### src/logic/rgmii_pkg.sv
package rgmii_pkg;

	////////////////////////////////////////////////////////////
	// Link speed encoded as in the in-band status bits 2:1

	typedef enum logic [1:0] {
		link_speed_10m   = 2'b00,
		link_speed_100m  = 2'b01,
		link_speed_1000m = 2'b10
	} lspeed_t;

	////////////////////////////////////////////////////////////
	// GMII receive bus toward the MAC

	typedef struct packed {
		// Frame in progress
		logic       en;
		// Receive error inside a frame
		logic       er;
		// Data byte is complete this cycle
		logic       dvalid;
		logic [7:0] data;
	} gmii_bus_t;

	// One captured RGMII clock period with both edges side by side
	typedef struct packed {
		// Nibble sampled on the rising edge (low nibble at 1000M)
		logic [3:0] rxd_rise;
		// Nibble sampled on the following falling edge
		logic [3:0] rxd_fall;
		logic       ctl_rise;
		logic       ctl_fall;
	} ddr_pair_t;

	// Inter-frame symbol handed to the status decoder
	typedef struct packed {
		// Bus idle this cycle
		logic       valid;
		// XOR of the two ctl halves
		logic       er_int;
		logic [7:0] data;
	} inband_t;

	////////////////////////////////////////////////////////////
	// Wishbone word addresses of the register block

	typedef enum logic [1:0] {
		// Status word holds link_up in bit 0 and speed in bits 2:1
		reg_status        = 2'd0,
		reg_frames        = 2'd1,
		reg_err_frames    = 2'd2,
		reg_false_carrier = 2'd3
	} reg_addr_t;

endpackage
### src/logic/rgmii_rx_bridge.sv
`timescale 1ns/100ps

module rgmii_rx_bridge import rgmii_pkg::*; #(
	parameter int CNT_WIDTH = 16
) (
	input  logic        gmii_rxc,
	input  logic        rst_n,
	// RGMII receive pins from the PHY
	input  logic [3:0]  rgmii_rxd,
	input  logic        rgmii_rx_ctl,
	// GMII toward the MAC
	output gmii_bus_t   gmii_rx_bus,
	// In-band link state
	output logic        link_up,
	output lspeed_t     link_speed,
	output logic        false_carrier,
	// Wishbone classic slave
	input  logic        wb_cyc,
	input  logic        wb_stb,
	input  logic        wb_we,
	input  reg_addr_t   wb_adr,
	input  logic [31:0] wb_dat_i,
	output logic [31:0] wb_dat_o,
	output logic        wb_ack
);

	// Both edges of one period
	ddr_pair_t rx_pair;
	// Idle symbol for the status decoder
	inband_t   inband;

	////////////////////////////////////////////////////////////
	// Datapath: capture, decode, status

	rgmii_ddr_capture capture_i (
		.gmii_rxc     (gmii_rxc),
		.rst_n        (rst_n),
		.rgmii_rxd    (rgmii_rxd),
		.rgmii_rx_ctl (rgmii_rx_ctl),
		.rx_pair      (rx_pair)
	);

	// Speed loops back from the status block to steer byte assembly
	rgmii_rx_decoder decoder_i (
		.gmii_rxc    (gmii_rxc),
		.rst_n       (rst_n),
		.rx_pair     (rx_pair),
		.link_speed  (link_speed),
		.gmii_rx_bus (gmii_rx_bus),
		.inband      (inband)
	);

	rgmii_inband_status status_i (
		.gmii_rxc      (gmii_rxc),
		.rst_n         (rst_n),
		.inband        (inband),
		.link_up       (link_up),
		.link_speed    (link_speed),
		.false_carrier (false_carrier)
	);

	////////////////////////////////////////////////////////////
	// Register block

	rgmii_rx_stats #(
		.CNT_WIDTH (CNT_WIDTH)
	) stats_i (
		.gmii_rxc      (gmii_rxc),
		.rst_n         (rst_n),
		.gmii_rx_bus   (gmii_rx_bus),
		.false_carrier (false_carrier),
		.link_up       (link_up),
		.link_speed    (link_speed),
		.wb_cyc        (wb_cyc),
		.wb_stb        (wb_stb),
		.wb_we         (wb_we),
		.wb_adr        (wb_adr),
		.wb_dat_i      (wb_dat_i),
		.wb_dat_o      (wb_dat_o),
		.wb_ack        (wb_ack)
	);

endmodule

### src/logic/rgmii_rx_stats.sv
`timescale 1ns/100ps

module rgmii_rx_stats import rgmii_pkg::*; #(
	parameter int CNT_WIDTH = 16
) (
	input  logic        gmii_rxc,
	input  logic        rst_n,
	input  gmii_bus_t   gmii_rx_bus,
	input  logic        false_carrier,
	input  logic        link_up,
	input  lspeed_t     link_speed,
	input  logic        wb_cyc,
	input  logic        wb_stb,
	input  logic        wb_we,
	input  reg_addr_t   wb_adr,
	input  logic [31:0] wb_dat_i,
	output logic [31:0] wb_dat_o,
	output logic        wb_ack
);

	// Counter stops at all ones instead of wrapping
	function automatic logic [CNT_WIDTH-1:0] sat_inc(input logic [CNT_WIDTH-1:0] cnt);
		if (cnt == {CNT_WIDTH{1'b1}})
			return cnt;
		else
			return cnt + 1'b1;
	endfunction

	////////////////////////////////////////////////////////////
	// Frame tracking

	logic en_q;
	// Some er seen since the frame began
	logic err_seen;
	// First idle cycle after a frame
	logic frame_end;

	assign frame_end = en_q && !gmii_rx_bus.en;

	always_ff @(posedge gmii_rxc or negedge rst_n) begin
		if (!rst_n) begin
			en_q     <= 1'b0;
			err_seen <= 1'b0;
		end else begin
			en_q <= gmii_rx_bus.en;
			// er is never high outside en, so no overlap with the clear
			if (gmii_rx_bus.er)
				err_seen <= 1'b1;
			else if (frame_end)
				err_seen <= 1'b0;
		end
	end

	////////////////////////////////////////////////////////////
	// Wishbone request decode

	// The ack cycle itself does not count as a second request
	logic wb_req;
	logic wr_req;

	assign wb_req = wb_cyc && wb_stb && !wb_ack;
	// Write data is ignored and any value clears the counter
	assign wr_req = wb_req && wb_we;

	////////////////////////////////////////////////////////////
	// Counters

	logic [CNT_WIDTH-1:0] frame_cnt;
	logic [CNT_WIDTH-1:0] err_frame_cnt;
	logic [CNT_WIDTH-1:0] fc_cnt;

	// Clear by write wins over a same-cycle event
	always_ff @(posedge gmii_rxc or negedge rst_n) begin
		if (!rst_n) begin
			frame_cnt     <= '0;
			err_frame_cnt <= '0;
			fc_cnt        <= '0;
		end else begin
			if (wr_req && (wb_adr == reg_frames))
				frame_cnt <= '0;
			else if (frame_end)
				frame_cnt <= sat_inc(frame_cnt);

			if (wr_req && (wb_adr == reg_err_frames))
				err_frame_cnt <= '0;
			else if (frame_end && err_seen)
				err_frame_cnt <= sat_inc(err_frame_cnt);

			if (wr_req && (wb_adr == reg_false_carrier))
				fc_cnt <= '0;
			else if (false_carrier)
				fc_cnt <= sat_inc(fc_cnt);
		end
	end

	////////////////////////////////////////////////////////////
	// Read mux and ack

	logic [31:0] rd_data;

	always_comb begin
		case (wb_adr)
			reg_status:        rd_data = {29'd0, link_speed, link_up};
			reg_frames:        rd_data = 32'(frame_cnt);
			reg_err_frames:    rd_data = 32'(err_frame_cnt);
			reg_false_carrier: rd_data = 32'(fc_cnt);
			default:           rd_data = 32'd0;
		endcase
	end

	// One-cycle ack with the read data in the same cycle
	always_ff @(posedge gmii_rxc or negedge rst_n) begin
		if (!rst_n) begin
			wb_ack   <= 1'b0;
			wb_dat_o <= 32'd0;
		end else begin
			wb_ack <= wb_req;
			if (wb_req)
				wb_dat_o <= rd_data;
		end
	end

endmodule

### src/logic/rgmii_inband_status.sv
`timescale 1ns/100ps

module rgmii_inband_status import rgmii_pkg::*; (
	input  logic    gmii_rxc,
	input  logic    rst_n,
	input  inband_t inband,
	output logic    link_up,
	output lspeed_t link_speed,
	output logic    false_carrier
);

	// Normal inter-frame gap, status bits are meaningful
	logic status_sym;
	// Special symbol between frames
	logic special_sym;

	assign status_sym  = inband.valid && !inband.er_int;
	assign special_sym = inband.valid && inband.er_int;

	////////////////////////////////////////////////////////////
	// Link state

	always_ff @(posedge gmii_rxc or negedge rst_n) begin
		if (!rst_n) begin
			link_up    <= 1'b0;
			link_speed <= link_speed_10m;
		end else if (status_sym) begin
			// Bit 0 link, bits 2:1 speed
			link_up    <= inband.data[0];
			link_speed <= lspeed_t'(inband.data[2:1]);
		end
	end

	////////////////////////////////////////////////////////////
	// False carrier detect

	// One cycle per symbol, other special symbols fall through
	always_ff @(posedge gmii_rxc or negedge rst_n) begin
		if (!rst_n)
			false_carrier <= 1'b0;
		else
			false_carrier <= special_sym && (inband.data == 8'h0e);
	end

endmodule

### src/logic/rgmii_rx_decoder.sv
`timescale 1ns/100ps

module rgmii_rx_decoder import rgmii_pkg::*; (
	input  logic      gmii_rxc,
	input  logic      rst_n,
	input  ddr_pair_t rx_pair,
	input  lspeed_t   link_speed,
	output gmii_bus_t gmii_rx_bus,
	output inband_t   inband
);

	////////////////////////////////////////////////////////////
	// Control decode

	// en travels on the rising half of ctl
	logic en_now;
	// er is sent as en XOR er on the falling half
	logic er_int_now;
	// First period of a frame
	logic frame_start;
	logic en_q;

	assign en_now      = rx_pair.ctl_rise;
	assign er_int_now  = rx_pair.ctl_rise ^ rx_pair.ctl_fall;
	assign frame_start = en_now && !en_q;

	////////////////////////////////////////////////////////////
	// Byte assembly

	// Low nibble of the previous period, for 10/100
	logic [3:0] prev_lo;
	// Whole byte from one period at 1000M
	logic [7:0] byte_gig;
	// Byte built across two periods at 10/100
	logic [7:0] byte_mii;
	// High on the period that completes a 10/100 byte
	logic       nib_toggle;

	assign byte_gig = {rx_pair.rxd_fall, rx_pair.rxd_rise};
	// At 10/100 both halves carry the same nibble, so the fall half works
	assign byte_mii = {rx_pair.rxd_fall, prev_lo};

	always_ff @(posedge gmii_rxc or negedge rst_n) begin
		if (!rst_n)
			prev_lo <= 4'h0;
		else
			prev_lo <= rx_pair.rxd_rise;
	end

	// Nibble phase toggle, locked to the start of each frame
	always_ff @(posedge gmii_rxc or negedge rst_n) begin
		if (!rst_n) begin
			en_q       <= 1'b0;
			nib_toggle <= 1'b0;
		end else begin
			en_q <= en_now;
			// Second period of the frame completes the first byte
			if (frame_start)
				nib_toggle <= 1'b1;
			else
				nib_toggle <= !nib_toggle;
		end
	end

	////////////////////////////////////////////////////////////
	// GMII output register

	always_ff @(posedge gmii_rxc or negedge rst_n) begin
		if (!rst_n) begin
			gmii_rx_bus <= '0;
		end else begin
			gmii_rx_bus.en <= en_now;
			// er only has meaning inside a frame
			gmii_rx_bus.er <= en_now && er_int_now;
			if (link_speed == link_speed_1000m) begin
				// Full byte every cycle
				gmii_rx_bus.data   <= byte_gig;
				gmii_rx_bus.dvalid <= en_now;
			end else begin
				gmii_rx_bus.data   <= byte_mii;
				// The first period holds only half a byte
				gmii_rx_bus.dvalid <= en_now && nib_toggle && !frame_start;
			end
		end
	end

	////////////////////////////////////////////////////////////
	// In-band symbol output

	// Idle periods carry PHY status in step with the GMII bus
	always_ff @(posedge gmii_rxc or negedge rst_n) begin
		if (!rst_n) begin
			inband <= '0;
		end else begin
			inband.valid  <= !en_now;
			inband.er_int <= er_int_now;
			inband.data   <= byte_gig;
		end
	end

endmodule

### src/logic/rgmii_ddr_capture.sv
`timescale 1ns/100ps

module rgmii_ddr_capture import rgmii_pkg::*; (
	input  logic       gmii_rxc,
	input  logic       rst_n,
	input  logic [3:0] rgmii_rxd,
	input  logic       rgmii_rx_ctl,
	output ddr_pair_t  rx_pair
);

	////////////////////////////////////////////////////////////
	// Input DDR cell model

	// Rising edge half
	logic [3:0] rxd_rise_q;
	logic       ctl_rise_q;

	// Falling edge half
	logic [3:0] rxd_fall_q;
	logic       ctl_fall_q;

	// Rising edge sample of data and control
	always_ff @(posedge gmii_rxc or negedge rst_n) begin
		if (!rst_n) begin
			rxd_rise_q <= 4'h0;
			ctl_rise_q <= 1'b0;
		end else begin
			rxd_rise_q <= rgmii_rxd;
			ctl_rise_q <= rgmii_rx_ctl;
		end
	end

	// Falling edge sample, half a period after the rising one
	// Only place in the design clocked on the falling edge
	always_ff @(negedge gmii_rxc or negedge rst_n) begin
		if (!rst_n) begin
			rxd_fall_q <= 4'h0;
			ctl_fall_q <= 1'b0;
		end else begin
			rxd_fall_q <= rgmii_rxd;
			ctl_fall_q <= rgmii_rx_ctl;
		end
	end

	////////////////////////////////////////////////////////////
	// Realign both halves into the rising edge domain

	// The rise register still holds the previous rising sample here,
	// so it pairs with the falling sample that followed it
	always_ff @(posedge gmii_rxc or negedge rst_n) begin
		if (!rst_n) begin
			rx_pair <= '0;
		end else begin
			rx_pair.rxd_rise <= rxd_rise_q;
			rx_pair.rxd_fall <= rxd_fall_q;
			rx_pair.ctl_rise <= ctl_rise_q;
			rx_pair.ctl_fall <= ctl_fall_q;
		end
	end

endmodule

### config.mk
export PLATFORM = sky130hd
export DESIGN_NAME = rgmii_rx_bridge
export DESIGN_NICKNAME = d
export VERILOG_FILES = /design/src/logic/rgmii_pkg.sv /design/src/logic/rgmii_rx_bridge.sv /design/src/logic/rgmii_rx_stats.sv /design/src/logic/rgmii_inband_status.sv /design/src/logic/rgmii_rx_decoder.sv /design/src/logic/rgmii_ddr_capture.sv
export SDC_FILE = /design/constraint.sdc
export NUM_CORES = 1
export LEC_CHECK = 0
export BUFFER_PORTS_ARGS = -buffer_cell sky130_fd_sc_hd__buf_4
export CAP_MARGIN = 5
export CELL_PAD_IN_SITES_DETAIL_PLACEMENT = 0
export CELL_PAD_IN_SITES_GLOBAL_PLACEMENT = 1
export CORE_MARGIN = 5
export CORE_UTILIZATION = 44
export DETAILED_ROUTE_END_ITERATION = 6
export GPL_ROUTABILITY_DRIVEN = 0
export GPL_TIMING_DRIVEN = 0
export PLACE_DENSITY = 0.87
export RECOVER_POWER = 25
export SETUP_SLACK_MARGIN = 0.1
export SYNTH_ARGS = -nofsm -noshare
export SYNTH_HDL_FRONTEND = slang
export SYNTH_SLANG_ARGS = --single-unit
### constraint.sdc
create_clock -name gmii_rxc -period 2.35 [get_ports gmii_rxc]
set_clock_uncertainty 0.15 [all_clocks]
set_input_delay 0.3525 -clock gmii_rxc [delete_from_list [all_inputs] [get_ports gmii_rxc]]
set_output_delay 0.3525 -clock gmii_rxc [all_outputs]
set_load 0.005 [all_outputs]
==> results of run 1 <==
[sequential cells by signal, summed over array words and instances (netlist names), 2 cells and up]
name                   flops
decoder_i.gmii_rx_bus      7
decoder_i.prev_lo          3
capture_i.rxd_fall_q       4
decoder_i.inband           6
capture_i.rxd_rise_q       4
stats_i.frame_cnt         16
status_i.link_speed        2
stats_i.fc_cnt            16
stats_i.err_frame_cnt     16
capture_i.rx_pair         10
stats_i.wb_dat_o          16
[kinds of logic (layout without fill, tap and decap cells)]
family	after synthesis	after routing	synth area share (%)
AOI/OAI and AO/OA	126	126	15.3
and+or+nand+nor	169	169	20.0
buffers and inverters	53	117	5.68
muxes	24	24	5.75
DFF	109	109	52.1
other	1	16	0.0716
xor gates and xnor gates	1	1	0.167
adders and majority gates	4	4	0.955
[Yosys cell counts (5+ instances only)]
library cell,instances,share of area (%)
a21oi_1,39,3.7
a22oi_1,13,1.9
and2_1,6,0.72
and4_1,6,1.0
buf_2,6,0.57
buf_4,24,3.4
clkbuf_1,9,0.64
dfrtn_1,5,2.4
dfrtp_1,104,50
inv_1,12,0.86
mux2_2,19,4.1
nand2_1,47,3.4
nand3_1,21,2.0
nand4_1,13,1.6
nor3_1,7,0.67
o21ai_0,31,3.0
o31ai_1,23,3.3
o41ai_1,5,0.84
or3_1,10,1.2
or4_1,23,3.3
[repair_timing]
| item | 4_1_cts | 5_1_grt |
|---|---|---|
| hold buffers | 5 | 0 |
| resized for setup | 1 | 2 |
| setup buffers | 0 | 0 |
| endpoints found under the setup margin | 5 | 10 |
| hold endpoints to repair | 5 | 0 |
[routing by layer]
metal	track usage, %	vias to the layer above	wire, um	part of all wire, %
met4	6.52	0	200	1.6
met3	4.74	14	632	5.0
li1	-	1965	-	-
met5	0	-	0	0
met2	28.6	126	6050	48
met1	26.5	2086	5800	46
[stage by stage]
| step | cell area (um^2) | setup WS (ns) |
|---|---|---|
| after floorplan | 5300 | 0.528 |
| after global placement | 5800 | -0.461 |
| after detailed placement | 5800 | -0.507 |
| after CTS | 6180 | 0.159 |
| after global routing | 6180 | 0.141 |
| final | 6180 | 0.214 |
[final cells by class]
cell class | count | share of cell area, %
buffer | 41 | 4.11
timing repair buffer | 48 | 6.03
inverter | 12 | 0.729
multi-input combinational | 340 | 36.8
clock buffer | 9 | 3.65
tap | 143 | 2.90
clock inverter | 7 | 1.68
sequential | 109 | 44.1
[path summary, 6_finish.rpt]
check / from / end / slack (ns) / cells after the start
max reg2reg: stats_i.wb_ack$_DFF_PN0_ / stats_i.err_frame_cnt[9]$_DFFE_PN0P_ / 0.32 / 5
min in group gmii_rxc: capture_i.rxd_rise_q[2]$_DFF_PN0_ / capture_i.rx_pair[8]$_DFF_PN0_ / 0.20 / 0
max in group asynchronous: rst_n / capture_i.ctl_fall_q$_DFF_NN0_ / 0.35 / 1
min: rst_n / stats_i.fc_cnt[9]$_DFFE_PN0P_ / -0.05 / 1
min reg2reg: capture_i.rxd_rise_q[2]$_DFF_PN0_ / capture_i.rx_pair[8]$_DFF_PN0_ / 0.20 / 0
max: rgmii_rx_ctl / capture_i.ctl_fall_q$_DFF_NN0_ / 0.21 / 2
[report_power, final]
| part | internal, W | switching [W] |
|---|---|---|
| Clock | 0.000791 | 0.000830 |
| Combinational | 0.000499 | 0.000474 |
| Sequential | 0.00222 | 0.000417 |
==> metrics.txt, run 1 <==
CP Data Arrival Time 1.03 ns; vias 4191; GRT Overall Usage 18.9%; max incr delay on CP 0.54 ns; first-pass GRT wire length 21400 um; Hold Crit Class in2async; Least-Margin Pin Slew 0.995 ns; placed cell count 688; Bufs on Longest Clock Path 2; async set-reset flop share out of synthesis 100%; wire length per cell 17.9 um; VDD IR max 0.754 mV; Synth Area per Inst 10.8 um^2; Core Box Area 11600 um^2; clock root cell clkbuf_16; critical path cell sequence dlygate4sd3_1 > clkbuf_4; Final setup viols 0; Starting DRT DRC Count 269; CP Launch Type input port; RSZ-0062 raised after global routing false; PnR Total Power 0.00523 W; CP top delay family buffers and inverters; unique cell type count in the Yosys netlist 54; FF/Latch Area 2730 um^2; synthesis-to-finish area growth 17.9%; failing checks negative hold slack; Most used DFF post-synth dfrtp_1; EDFF count, synth 0; clk_lat worst skew 0.36 ns; synthesized area 5240 um^2; DRC Markers 0; number of inserted diodes 0; Yosys warnings 0; setup TNS 0 ns; Congestion Overflow GR 0; commonest non-fill, non-tap cell in the layout dfrtp_1; kind of critical path in2reg; Num CTS Buffers 9; non-filler instance count after layout 709; share of post-route cells with drive strength above 1 22.3%; clk slew on worst S/H paths 0.08 ns; CP max stage cell dlygate4sd3_1; Syn Inst Count 487; # fillers 1024; CTS tree done; Die W 119 um; number of global-route vias before repair 4121; CP Capture Type register; num rows 39; DRT Wirelength 12700 um; #FFs+latches synth 109; IO buf count 43; critical path required time 1.24 ns; Seq/Total Area, Yosys 52.1%; I/O pins 92; Clock Sinks 109; Relative slew margins 33.7%; WHS -0.0468 ns; final max-slew violation count 0; pwr/cell area 846 nW/um^2; most frequent cells in the layout 104 x dfrtp_1, 61 x buf_4, 47 x nand2_1; area of the multi-input gates 2270 um^2; die area 14200 um^2; antenna violations before repair 0; Pleak 2.62 nW; largest net degree at the start of global routing 110; Max Cap Viol 0; Finished Core Util 53.4%; H-tree depth 3; status finished with violations; Crit path buffers/inverters 2; drt pass-1 iters 5; post-layout net count 609; CP Max Fanout 2; Detail Route Antenna Nets 0; final hold violations 10; via/cell ratio 5.91; Initial Util 45.3%; detailed placer's ending HPWL 9000 um; Die Height 119 um
Power figures use the tool's default switching activity.
==> run 2: changes to the inputs <==
Settings changed: BUFFER_PORTS_ARGS -buffer_cell sky130_fd_sc_hd__buf_4 to -buffer_cell sky130_fd_sc_hd__buf_2, CAP_MARGIN 5 to 40, CORE_UTILIZATION 44 to 40, PLACE_DENSITY 0.87 to 0.81.
==> run 2 against run 1 <==
Net effect:
- the run now ends clean
- critical path depth rose by 1
- clock power about the same
- combinational power shrank 5.4%
- largest cell class unchanged
==> metrics.txt, run 2 (synthesis gave the netlist of run 1 again) <==
status completed (was finished with violations); Crit path buffers/inverters 3 (was 2); clk slew on worst S/H paths 0.08 ns (about the same); Die Height 124 um (was 119 um); critical path required time 1.63 ns (was 1.24 ns); share of post-route cells with drive strength above 1 21.6% (was 22.3%); # fillers 1210 (was 1024); Die W 124 um (was 119 um); Bufs on Longest Clock Path 2 (unchanged); FF/Latch Area 2730 um^2 (unchanged); CP Data Arrival Time 1.44 ns (was 1.03 ns); vias 4104 (was 4191); GRT Overall Usage 16.9% (was 18.9%); max incr delay on CP 0.52 ns (was 0.54 ns); largest net degree at the start of global routing 68 (was 110); CP Depth 3 (was 2); final max-slew violation count 0 (unchanged); post-layout net count 612 (was 609); CP max stage cell dlygate4sd3_1 (unchanged); number of global-route vias before repair 4162 (was 4121); I/O pins 92 (unchanged); VDD IR max 0.821 mV (was 0.754 mV); Worst R2R Path Depth 5 (unchanged); Hold Crit Class reg2reg (was in2async); CP Max Fanout 67 (was 2); CP top delay family buffers and inverters (unchanged); clk_lat worst skew 0.36 ns (about the same); pwr/cell area 841 nW/um^2 (was 846 nW/um^2); Max Cap Viol 0 (unchanged); CP Launch Type input port (unchanged); RSZ-0062 raised after global routing false (unchanged); num rows 41 (was 39); die area 15500 um^2 (was 14200 um^2); CP Capture Type asynchronous set/reset pin (was register); Pleak 2.59 nW (was 2.62 nW); Congestion Overflow GR 0 (unchanged); Initial Util 41.2% (was 45.3%); Relative slew margins 28.6% (was 33.7%); clock root cell clkbuf_16 (unchanged); Least-Margin Pin Slew 1.07 ns (was 0.995 ns); drt pass-1 iters 5 (unchanged); hold path depth 0; via/cell ratio 5.54 (was 5.91); number of inserted diodes 0 (unchanged); critical path cell sequence dlygate4sd3_1 > clkbuf_1 > buf_16 (was dlygate4sd3_1 > clkbuf_4); Clock Sinks 109 (unchanged); final hold violations 0 (was 10); Final setup viols 0 (unchanged); commonest non-fill, non-tap cell in the layout dfrtp_1 (unchanged); antenna violations before repair 0 (unchanged); kind of critical path in2async (was in2reg); detailed placer's ending HPWL 9100 um (was 9000 um); Num CTS Buffers 9 (unchanged); DRT Wirelength 12600 um (was 12700 um); IO buf count 43 (unchanged); CTS tree done (unchanged); Starting DRT DRC Count 323 (was 269); DRC Markers 0 (unchanged); WHS 0.206 ns (was -0.0468 ns); post-CTS setup buffers 0 (unchanged); Core Box Area 12700 um^2 (was 11600 um^2); most frequent cells in the layout 104 x dfrtp_1, 47 x nand2_1, 43 x buf_2 (was 104 x dfrtp_1, 61 x buf_4, 47 x nand2_1); synthesis-to-finish area growth 17.2% (was 17.9%); Detail Route Antenna Nets 0 (unchanged); wire length per cell 16.9 um (was 17.9 um); area of the multi-input gates 2270 um^2 (unchanged); H-tree depth 3 (unchanged); first-pass GRT wire length 21500 um (was 21400 um); PnR Total Power 0.00517 W (was 0.00523 W)
## run 2: changes by cell type in the layout (fill, tap and decap cells not counted), sizes merged
cell,delta
clkbuf,+2
dlygate4sd3,+1
## run 2: worst paths after layout
check | startpoint | slack, ns | to
min reg2reg | capture_i.ctl_rise_q$_DFF_PN0_ | 0.21 | capture_i.rx_pair[1]$_DFF_PN0_
max | rst_n | 0.19 | capture_i.rxd_fall_q[1]$_DFF_NN0_
max reg2reg | stats_i.wb_ack$_DFF_PN0_ | 0.31 | stats_i.err_frame_cnt[8]$_DFFE_PN0P_
max in group gmii_rxc | rgmii_rxd[0] | 0.23 | capture_i.rxd_fall_q[0]$_DFF_NN0_
min | capture_i.ctl_rise_q$_DFF_PN0_ | 0.21 | capture_i.rx_pair[1]$_DFF_PN0_
min in group asynchronous | rst_n | 0.48 | stats_i.frame_cnt[3]$_DFFE_PN0P_
## run 2: worst reg2reg max path: cells and delay by family (launching register included)
family	cells	cell delay, ns
flops	1	0.39
compound gates	1	0.09
simple gates	2	0.69
buf+inv	2	0.61
## run 2: area by class of cell
class | count | area share (%)
Inverter | 12 | 0.733
Buffer | 41 | 4.14
Clock inverter | 7 | 1.69
Timing Repair Buffer | 51 | 4.89
Tap cell | 172 | 3.50
Multi-Input combinational cell | 340 | 37.0
Sequential cell | 109 | 44.4
Clock buffer | 9 | 3.67
## run 2: per-layer routing
metal / vias to the layer above / wire length, um / global-route usage, %
li1: 1975 / - / -
met1: 2020 / 5880 / 23.5
met2: 98 / 5950 / 26.4
met3: 11 / 573 / 4.67
met4: 0 / 145 / 3.68
met5: - / 0 / 0
## run 2: stage by stage
step	setup WS [ns]	instance area, um^2	std cells	util [%]	setup TNS (ns)
finish	0.188	6140	741	48.3	0
global route	0.0969	6140	741	48.3	0
CTS	0.179	6170	741	48.5	0
detailed placement	-0.0411	5760	718	45.2	-0.194
global placement	-1.51	5730	717	45.0	-54.57
floorplan	0.528	5300	502	-	0
## run 2: repair_timing
item,in CTS,in global routing
hold buffers,7,0
gates resized for setup,0,2
setup endpoints to repair,0,10
hold endpoints to repair,47,0
## run 2: power by group
part | internal, W | switching, W
Combinational | 0.000448 | 0.000472
Sequential | 0.00222 | 0.000412
Clock | 0.000791 | 0.000828
